[config.mk]
export PLATFORM = sky130hd
export DESIGN_NAME = SpiFlashTop
export DESIGN_NICKNAME = d
export VERILOG_FILES = /design/src/SpiEnginePkg.sv /design/src/SpiRegPkg.sv /design/src/SpiCsr.sv /design/src/SpiFlashTop.sv /design/src/SpiSeq.sv /design/src/SpiShifter.sv /design/src/SpiWbSlave.sv
export SDC_FILE = /design/constraint.sdc
export NUM_CORES = 1
export LEC_CHECK = 0
export ABC_AREA = 1
export ABC_CLOCK_PERIOD_IN_PS = 3500
export BUFFER_PORTS_ARGS = -buffer_cell sky130_fd_sc_hd__buf_4
export CORE_ASPECT_RATIO = 0.5
export CORE_MARGIN = 1.5
export CORE_UTILIZATION = 46
export CTS_CLUSTER_DIAMETER = 30
export DETAILED_ROUTE_END_ITERATION = 10
export PLACE_DENSITY = 0.69
export SYNTH_ARGS = -nofsm -noshare
export SYNTH_HDL_FRONTEND = slang
export SYNTH_SLANG_ARGS = --single-unit
[constraint.sdc]
create_clock -name iSCLK -period 3.5 [get_ports iSCLK]
set_input_delay 0.175 -clock iSCLK [delete_from_list [all_inputs] [get_ports iSCLK]]
set_output_delay 0.175 -clock iSCLK [all_outputs]
set_load 0.02 [all_outputs]
[src/SpiEnginePkg.sv]
/* Types of the SPI transfer engine
   Used by the register bank, sequencer, shifter and the testbench */
`default_nettype none

package SpiEnginePkg;

	// One byte on MOSI or MISO
	typedef logic [7:0] spiByteT;

	// Transfer sequencer states
	typedef enum logic [1:0]
	{
		Idle   = 2'd0,	// Waiting for a start
		Hold   = 2'd1,	// Chip select settle delay
		Shift  = 2'd2,	// Byte on the wire
		Finish = 2'd3	// Latch result, pulse done
	} seqStateT;

endpackage

`default_nettype wire

[src/SpiRegPkg.sv]
/* Register map of the SPI flash controller: bus word types, offsets and reset values
   Shared by the register bank and the testbench */
`default_nettype none

package SpiRegPkg;

	localparam int cBusWidth = 32;	// Wishbone data width
	localparam int cOfsWidth = 8;	// Offset field inside the block

	typedef logic [cBusWidth-1:0] csrDataT;
	typedef logic [cOfsWidth-1:0] csrOfsT;

	// Register offsets -------------
	localparam csrOfsT cOfsDiv    = 8'h0C;	// SCLK divider
	localparam csrOfsT cOfsCsHold = 8'h10;	// CS to first edge delay
	localparam csrOfsT cOfsTxData = 8'h14;
	localparam csrOfsT cOfsStart  = 8'h18;	// Write 1 to start, reads busy
	localparam csrOfsT cOfsCsCtrl = 8'h1C;	// Chip select level
	localparam csrOfsT cOfsDone   = 8'h30;	// Write clears
	localparam csrOfsT cOfsRxData = 8'h90;

	// Reset values -----------------
	localparam logic [7:0] cDivReset    = 8'd4;
	localparam logic [7:0] cCsHoldReset = 8'd20;

endpackage

`default_nettype wire

[src/SpiCsr.sv]
/* Control and status registers of the SPI flash block
   Holds the transfer settings, the start and done flags and the received byte */
`timescale 1ns/1ps
`default_nettype none

module SpiCsr (
	input  wire logic                  iSCLK,
	input  wire logic                  iSRST,
	input  wire logic                  csrWe,
	input  wire logic                  csrRe,
	input  wire SpiRegPkg::csrOfsT     csrOfs,
	input  wire SpiRegPkg::csrDataT    csrWrData,
	input  wire logic                  seqBusy,
	input  wire logic                  seqDone,
	input  wire SpiEnginePkg::spiByteT seqRxByte,
	output SpiRegPkg::csrDataT         csrRdData,
	output logic                       startPulse,
	output SpiEnginePkg::spiByteT      txByte,
	output SpiEnginePkg::spiByteT      div,
	output SpiEnginePkg::spiByteT      csHold,
	output logic                       csCtrl
);

	import SpiRegPkg::*;
	import SpiEnginePkg::*;

	spiByteT rRxData;
	logic    rDone;
	logic    wrDiv;
	logic    wrCsHold;
	logic    wrTxData;
	logic    wrStart;
	logic    wrCsCtrl;
	logic    wrDone;

	//------------------------------
	// Write decode
	//------------------------------
	assign wrDiv    = csrWe & (csrOfs == cOfsDiv);
	assign wrCsHold = csrWe & (csrOfs == cOfsCsHold);
	assign wrTxData = csrWe & (csrOfs == cOfsTxData);
	assign wrStart  = csrWe & (csrOfs == cOfsStart);
	assign wrCsCtrl = csrWe & (csrOfs == cOfsCsCtrl);
	assign wrDone   = csrWe & (csrOfs == cOfsDone);

	always_ff @(posedge iSCLK)
	begin
		if (iSRST)
		begin
			div        <= cDivReset;
			csHold     <= cCsHoldReset;
			csCtrl     <= 1'b1;	// Chip select idles high
			rDone      <= 1'b0;
			startPulse <= 1'b0;
		end
		else
		begin
			if (wrDiv)
				div <= csrWrData[7:0];
			if (wrCsHold)
				csHold <= csrWrData[7:0];
			if (wrCsCtrl)
				csCtrl <= csrWrData[0];
			// Completion wins over a clear in the same cycle
			if (seqDone)
				rDone <= 1'b1;
			else if (wrDone)
				rDone <= 1'b0;
			startPulse <= wrStart & csrWrData[0] & ~seqBusy;	// Dropped while busy
		end
	end

	always_ff @(posedge iSCLK)
	begin
		if (wrTxData)
			txByte <= csrWrData[7:0];
		if (seqDone)
			rRxData <= seqRxByte;
	end

	//------------------------------
	// Read mux
	//------------------------------
	always_ff @(posedge iSCLK)
	begin
		if (csrRe)
		begin
			case (csrOfs)
				cOfsDiv:    csrRdData <= csrDataT'(div);
				cOfsCsHold: csrRdData <= csrDataT'(csHold);
				cOfsTxData: csrRdData <= csrDataT'(txByte);
				cOfsStart:  csrRdData <= csrDataT'(seqBusy | startPulse);	// Pending counts
				cOfsCsCtrl: csrRdData <= csrDataT'(csCtrl);
				cOfsDone:   csrRdData <= csrDataT'(rDone);
				cOfsRxData: csrRdData <= csrDataT'(rRxData);
				default:    csrRdData <= '0;
			endcase
		end
		else
		begin
			csrRdData <= '0;	// Bus sees data only with ack
		end
	end

endmodule

`default_nettype wire

[src/SpiFlashTop.sv]
/* Top level of the SPI flash controller
   Wishbone slave, register bank, sequencer and pin shifter wired together */
`timescale 1ns/1ps
`default_nettype none

module SpiFlashTop #(
	parameter int pBusWidth     = 32,
	parameter int pCsrAdrsWidth = 8,
	parameter int pAdrsMap      = 'h03
)(
	input  wire logic                 iSCLK,
	input  wire logic                 iSRST,
	// Wishbone
	input  wire logic                 wbCyc,
	input  wire logic                 wbStb,
	input  wire logic                 wbWe,
	input  wire logic [pBusWidth-1:0] wbAdr,
	input  wire SpiRegPkg::csrDataT   wbDatWr,
	output SpiRegPkg::csrDataT        wbDatRd,
	output logic                      wbAck,
	// Flash pins
	output logic                      spiSclk,
	output logic                      spiCs,
	output logic                      spiMosi,
	input  wire logic                 spiMiso
);

	import SpiRegPkg::*;
	import SpiEnginePkg::*;

	// Bus side -----------------------
	logic    csrWe;
	logic    csrRe;
	csrOfsT  csrOfs;
	csrDataT csrWrData;
	csrDataT csrRdData;
	// Engine side --------------------
	logic    startPulse;
	spiByteT txByte;
	spiByteT div;
	spiByteT csHold;
	logic    csCtrl;
	logic    seqBusy;
	logic    seqDone;
	spiByteT seqRxByte;
	logic    shiftGo;
	spiByteT shiftTx;
	logic    shiftDone;
	spiByteT shiftRx;

	SpiWbSlave #(
		.pBusWidth     (pBusWidth),
		.pCsrAdrsWidth (pCsrAdrsWidth),
		.pAdrsMap      (pAdrsMap)
	) uWbSlave (
		.iSCLK(iSCLK), .iSRST(iSRST),
		.wbCyc(wbCyc), .wbStb(wbStb), .wbWe(wbWe), .wbAdr(wbAdr),
		.wbDatWr(wbDatWr), .csrRdData(csrRdData),
		.wbAck(wbAck), .wbDatRd(wbDatRd),
		.csrWe(csrWe), .csrRe(csrRe), .csrOfs(csrOfs), .csrWrData(csrWrData)
	);

	SpiCsr uCsr (
		.iSCLK(iSCLK), .iSRST(iSRST),
		.csrWe(csrWe), .csrRe(csrRe), .csrOfs(csrOfs), .csrWrData(csrWrData),
		.seqBusy(seqBusy), .seqDone(seqDone), .seqRxByte(seqRxByte),
		.csrRdData(csrRdData), .startPulse(startPulse), .txByte(txByte),
		.div(div), .csHold(csHold), .csCtrl(csCtrl)
	);

	SpiSeq uSeq (
		.iSCLK(iSCLK), .iSRST(iSRST),
		.startPulse(startPulse), .txByte(txByte), .csHold(csHold),
		.shiftDone(shiftDone), .shiftRx(shiftRx),
		.busy(seqBusy), .done(seqDone), .rxByte(seqRxByte),
		.shiftGo(shiftGo), .shiftTx(shiftTx)
	);

	// Divider and chip select come straight from the register bank
	SpiShifter uShifter (
		.iSCLK(iSCLK), .iSRST(iSRST),
		.shiftGo(shiftGo), .shiftTx(shiftTx), .div(div), .csCtrl(csCtrl),
		.spiMiso(spiMiso),
		.shiftDone(shiftDone), .shiftRx(shiftRx),
		.spiSclk(spiSclk), .spiMosi(spiMosi), .spiCs(spiCs)
	);

endmodule

`default_nettype wire

[src/SpiSeq.sv]
/* Transfer sequencer of the SPI flash block
   Runs one byte per start: chip select hold delay, shift, then a done pulse */
`timescale 1ns/1ps
`default_nettype none

module SpiSeq (
	input  wire logic                  iSCLK,
	input  wire logic                  iSRST,
	input  wire logic                  startPulse,
	input  wire SpiEnginePkg::spiByteT txByte,
	input  wire SpiEnginePkg::spiByteT csHold,
	input  wire logic                  shiftDone,
	input  wire SpiEnginePkg::spiByteT shiftRx,
	output logic                       busy,
	output logic                       done,
	output SpiEnginePkg::spiByteT      rxByte,
	output logic                       shiftGo,
	output SpiEnginePkg::spiByteT      shiftTx
);

	import SpiEnginePkg::*;

	seqStateT rState;
	spiByteT  rHoldCnt;	// Clocks left before the first SCLK edge

	always_ff @(posedge iSCLK)
	begin
		if (iSRST)
		begin
			rState   <= Idle;
			rHoldCnt <= '0;
			shiftGo  <= 1'b0;
			done     <= 1'b0;
		end
		else
		begin
			shiftGo <= 1'b0;
			done    <= 1'b0;
			case (rState)
				Idle:
				begin
					if (startPulse)
					begin
						rHoldCnt <= csHold;
						rState   <= Hold;
					end
				end
				Hold:
				begin
					// csHold + 1 clocks in this state
					if (rHoldCnt == '0)
					begin
						shiftGo <= 1'b1;
						rState  <= Shift;
					end
					else
					begin
						rHoldCnt <= rHoldCnt - 1'b1;
					end
				end
				Shift:
				begin
					if (shiftDone)
						rState <= Finish;
				end
				Finish:
				begin
					done   <= 1'b1;	// Lines up with the latched byte
					rState <= Idle;
				end
				default: rState <= Idle;
			endcase
		end
	end

	// Byte is held for the whole transfer
	always_ff @(posedge iSCLK)
	begin
		if ((rState == Idle) && startPulse)
			shiftTx <= txByte;
		if (rState == Finish)
			rxByte <= shiftRx;
	end

	assign busy = (rState != Idle);

endmodule

`default_nettype wire

[src/SpiShifter.sv]
/* SCLK divider and mode-0 shift register on the SPI flash pins
   Moves one byte MSB first per go and reports completion with a pulse */
`timescale 1ns/1ps
`default_nettype none

module SpiShifter (
	input  wire logic                  iSCLK,
	input  wire logic                  iSRST,
	input  wire logic                  shiftGo,
	input  wire SpiEnginePkg::spiByteT shiftTx,
	input  wire SpiEnginePkg::spiByteT div,
	input  wire logic                  csCtrl,
	input  wire logic                  spiMiso,
	output logic                       shiftDone,
	output SpiEnginePkg::spiByteT      shiftRx,
	output logic                       spiSclk,
	output logic                       spiMosi,
	output logic                       spiCs
);

	import SpiEnginePkg::*;

	logic       rActive;
	spiByteT    rDivCnt;
	logic [3:0] rEdgeCnt;	// 16 edges per byte
	spiByteT    rTxSr;
	logic       tick;

	assign tick = rActive & (rDivCnt == '0);	// SCLK toggles on this clock

	always_ff @(posedge iSCLK)
	begin
		if (iSRST)
		begin
			rActive   <= 1'b0;
			rDivCnt   <= '0;
			rEdgeCnt  <= '0;
			spiSclk   <= 1'b0;
			spiMosi   <= 1'b0;
			spiCs     <= 1'b1;
			shiftDone <= 1'b0;
		end
		else
		begin
			spiCs     <= csCtrl;	// Software owns chip select
			shiftDone <= 1'b0;
			if (shiftGo)
			begin
				rActive  <= 1'b1;
				rDivCnt  <= div;
				rEdgeCnt <= '0;
				spiSclk  <= 1'b0;
				spiMosi  <= shiftTx[7];	// MSB ready before first rise
			end
			else if (tick)
			begin
				rDivCnt  <= div;
				spiSclk  <= ~spiSclk;
				rEdgeCnt <= rEdgeCnt + 1'b1;
				if (spiSclk)
					spiMosi <= rTxSr[6];	// Falling edge
				if (rEdgeCnt == 4'd15)
				begin
					rActive   <= 1'b0;
					shiftDone <= 1'b1;
				end
			end
			else if (rActive)
			begin
				rDivCnt <= rDivCnt - 1'b1;
			end
		end
	end

	// Data path
	always_ff @(posedge iSCLK)
	begin
		if (shiftGo)
			rTxSr <= shiftTx;
		else if (tick & spiSclk)
			rTxSr <= {rTxSr[6:0], 1'b0};
		if (tick & ~spiSclk)
			shiftRx <= {shiftRx[6:0], spiMiso};	// Sample on rising edge
	end

endmodule

`default_nettype wire

[src/SpiWbSlave.sv]
/* Wishbone classic slave of the SPI flash block
   Turns a matching bus cycle into one register strobe and returns ack a clock later */
`timescale 1ns/1ps
`default_nettype none

module SpiWbSlave #(
	parameter int pBusWidth     = 32,
	parameter int pCsrAdrsWidth = 8,
	parameter int pAdrsMap      = 'h03
)(
	input  wire logic               iSCLK,
	input  wire logic               iSRST,
	input  wire logic               wbCyc,
	input  wire logic               wbStb,
	input  wire logic               wbWe,
	input  wire logic [pBusWidth-1:0] wbAdr,
	input  wire SpiRegPkg::csrDataT wbDatWr,
	input  wire SpiRegPkg::csrDataT csrRdData,
	output logic                    wbAck,
	output SpiRegPkg::csrDataT      wbDatRd,
	output logic                    csrWe,
	output logic                    csrRe,
	output SpiRegPkg::csrOfsT       csrOfs,
	output SpiRegPkg::csrDataT      csrWrData
);

	logic baseHit;
	logic cycHit;
	logic access;
	logic rSeen;	// Cycle already served

	// Block base sits above the offset field
	assign baseHit = (wbAdr[pBusWidth-1:pCsrAdrsWidth] ==
		(pBusWidth-pCsrAdrsWidth)'(pAdrsMap));
	assign cycHit  = wbCyc & wbStb & baseHit;
	assign access  = cycHit & ~rSeen;	// First clock of the cycle only

	always_ff @(posedge iSCLK)
	begin
		if (iSRST)
		begin
			rSeen <= 1'b0;
			wbAck <= 1'b0;
		end
		else
		begin
			rSeen <= cycHit;	// Falls once the master drops stb
			wbAck <= access;
		end
	end

	assign csrWe     = access & wbWe;
	assign csrRe     = access & ~wbWe;
	assign csrOfs    = wbAdr[pCsrAdrsWidth-1:0];
	assign csrWrData = wbDatWr;
	assign wbDatRd   = csrRdData;	// Bank registers it in step with ack

endmodule

`default_nettype wire

==> metrics.md <==
| Metric | Value |
|---|---|
| Crit path kind | `reg -> reg` |
| Syn Area/Cell | `8.41 um2` |
| IO Port Bufs | `57` |
| HPWL Detailed | `7.95 mm` |
| H-tree levels | `3` |
| Vias | `3904` |
| Layout cells sized above 1 | `16.9%` |
| CP startpoint | `uShifter.rDivCnt[0]$_SDFFE_PP0P_` |
| Die Wd | `152 um` |
| TritonRoute pass-1 iters | `5` |
| Clk pwr share | `43.0%` |
| Status | `complete, no violations` |
| Max-slew violation count | `0` |
| Row Count | `26` |
| Switching share of power | `22.5%` |
| P_int | `1.88 mW` |
| Synth-to-Final Area Change | `15.5%` |
| Gpl congestion | `0.842` |
| Met1 usage | `28.4%` |
| Final period utilization | `61.8%` |
| Fillers | `953` |
| Setup TNS | `0 ns` |
| Worst path arrival time | `2.13 ns` |
| CP max FO | `8` |
| Final hold vios | `0` |
| Hold path endpoint | `uCsr.txByte[7]$_DFFE_PP_` |
| Top cells by area, synth | `edfxtp_1, dfxtp_1, nand2_1` |
| Clk_skew | `0.00823 ns` |
| Syn Inst Count | `605` |
| Initial antenna violation count | `0` |
| Routed Wire Length | `10.6 mm` |
| Iteration-0 DRC Markers | `316` |
| CTS sink count | `105` |
| CP Cell Sequence | `inv_1 > ha_1 > nand3_4 > nor2_4 > nand2_4 > nor2_1` |
| Worst reg-to-reg path cell count | `6` |
| Met3 usage | `4.59%` |
| Antenna Cells | `0` |
| RR Startpoint | `uShifter.rDivCnt[0]$_SDFFE_PP0P_` |
| Seq/Total Area, Yosys | `50.6%` |
| Clock transition at path regs | `0.07 ns` |
| Clock Tree Root | `clkbuf_16` |
| Post-DR wirelength/cell | `13.1 um` |
| Number of buffers created by CTS | `9` |
| Top FF cell, synth | `dfxtp_1` |
| Inst Count DP | `792` |
| # setup viols final | `0` |
| FFs w/ async S/R, synth | `0%` |
| Clk buf depth | `2` |
| Overall Global Routing Usage | `19.7%` |
| Post-CTS Repair Setup Buffers | `0` |
| Die Height | `77.4 um` |
| Post-synth top cells | `nand2_1, nor2_1, inv_1, dfxtp_1, edfxtp_1` |
| Post-synth top area share | `27.7%` |
| Yosys cell types | `41` |
| Clock latency at the later pin of the worst-skew pair | `0.35 ns` |
| Layout Cells excl Fill | `809` |
| Vias per Instance | `4.83` |
| PostCTS Resize Cnt | `0` |
| Worst min path class | `in -> reg` |
| Worst hold path startpoint | `wbDatWr[7]` |
| CP Launch Type | `flop` |
| Slew @ Worst Pin | `0.958 ns` |
| Fmax | `0.462 GHz` |
| Post-synthesis register bit count | `105` |
| Synth Cell Area | `5090 um2` |
| Nets | `743` |
| CTS tree | `built` |
| Core Region | `10500 um2` |
| Hold path cells | `1` |
| Reg2reg end | `uShifter.shiftRx[3]$_DFFE_PP_` |
| Post-DRT Antenna Nets | `0` |
| Pleak | `2.55 nW` |
| Met2 Use GR | `30.1%` |
| Max Cap Viol | `0` |
| Grt ovf | `0` |
| Most common cell in the netlist | `nand2_1` |
| Number of synthesized flops with an enable pin | `47` |
| Synth area leader | `edfxtp_1` |
| Logic pwr share | `4.7%` |
| Vias in the first global route | `3575` |
| CP top delay family | `simple AND/OR/NAND/NOR gates` |
| Switch Pwr | `0.547 mW` |
| Relative slew margins | `35.9%` |
| Flop pwr share | `52.2%` |
| Initial Utilization | `48.6%` |
| R2r setup slk | `1.34 ns` |
| VDD IR-drop max | `0.254 mV` |
| I/O pin total | `106` |
| Final min period | `2.16 ns` |
| Synth warn | `0` |
| Gr busiest metal | `met2` |
| WP buf/inv | `1` |
| RSZ-0062 raised after global routing | `no` |
| Total die area | `11700 um2` |
| Critical path capture point type | `flop` |
| Pwr/cell area | `414 nW/um2` |
| Worst Path Required | `3.47 ns` |
| First-pass GRT wire length | `17.9 mm` |
| Pin count of the biggest net entering global routing | `31` |
| CP max stage cell | `nor2_1` |
| # DRC | `0` |
| Max stage delay on crit path | `0.74 ns` |
-- power groups by stage --
| stage | Sequential (mW) | Combinational [mW] | Clock, mW |
|---|---|---|---|
| after CTS | 1.27 | 0.114 | 1.07 |
| after global placement | 1.30 | 0.112 | 0 |
| after detailed placement | 1.30 | 0.113 | 0 |
| after global routing | 1.27 | 0.128 | 1.12 |
| final | 1.27 | 0.115 | 1.05 |
| after floorplan | 1.30 | 0.0795 | 0 |
-- layout by cell type (no fill, tap or decap), drive strengths merged, types with 9 or more instances in the layout --
master,count
clkbuf,9
edfxtp,47
conb,24
inv,79
nor2,119
nor3,10
nand4,12
dfxtp,58
buf,57
a21oi,21
nand3,30
nand2,140
o21ai,29
ha,9
-- sequential cells by signal, indices dropped and copies added (netlist names), 2 cells and up --
register / cells
uSeq.rState: 2
uCsr.rRxData: 8
uSeq.rxByte: 8
uShifter.rDivCnt: 8
uShifter.shiftRx: 8
uSeq.rHoldCnt: 8
uCsr.csrRdData: 8
uShifter.rEdgeCnt: 4
uCsr.txByte: 8
uCsr.div: 8
uCsr.csHold: 8
uSeq.shiftTx: 8
uShifter.rTxSr: 7
-- through the flow --
| step | total power [mW] | utilization [%] | setup WS [ns] | hold slack (ns) | cell area (um2) |
|---|---|---|---|---|---|
| 4_1_cts | 2.45 | 56.1 | 1.32 | 0.0146 | 5880 |
| 6_report | 2.43 | 56.1 | 1.34 | 0.0218 | 5880 |
| 5_1_grt | 2.51 | 56.1 | 1.18 | 0.0133 | 5880 |
| 2_1_floorplan | 1.38 | - | 1.81 | 0.274 | 5170 |
| 3_5_place_dp | 1.41 | 53.0 | 1.32 | 0.354 | 5560 |
| 3_3_place_gp | 1.41 | 53.0 | 1.39 | 0.354 | 5560 |
-- timing repair --
action,CTS,global route
endpoints found under the setup margin,0,0
hold buffers,1,0
endpoints found under the hold margin,1,0
-- area by class of cell --
type / count / area, um2 / area share (%)
flip-flops and latches: 105 / 2570 / 43.8
multi-input cells: 414 / 2090 / 35.6
clock buffers: 9 / 225 / 3.83
clock inverters: 7 / 85.1 / 1.45
repair buffers: 58 / 438 / 7.45
inverters: 76 / 290 / 4.94
well taps: 140 / 175 / 2.98
-- per-layer routing --
layer / part of all wire [%] / up-vias / wire length (um)
met5: 0 / - / 0
met4: 0.64 / 0 / 68
met3: 6.7 / 7 / 706
met2: 44 / 128 / 4710
met1: 48 / 1755 / 5110
li1: - / 2014 / -
-- how the worst max path moves through the flow --
stage                                    endpoint  slack [ns]  cells after the start
finish              uShifter.shiftRx[3]$_DFFE_PP_        1.34                      6
global route        uShifter.shiftRx[1]$_DFFE_PP_        1.18                      6
CTS                 uShifter.shiftRx[2]$_DFFE_PP_        1.32                      6
detailed placement  uShifter.shiftRx[6]$_DFFE_PP_        1.32                      6
global placement    uShifter.shiftRx[7]$_DFFE_PP_        1.39                      6
floorplan           uShifter.shiftRx[0]$_DFFE_PP_        1.81                      6
-- kinds of logic after synthesis --
logic type | share of synthesized area, %
buffers and inverters | 10.1
xor gates and xnor gates | 0.861
and+or+nand+nor | 29.7
other | 0.0737
AOI/OAI and AO/OA | 6.52
adders and majority gates | 2.21
DFF | 50.6
(Power assumes the default switching activity.)
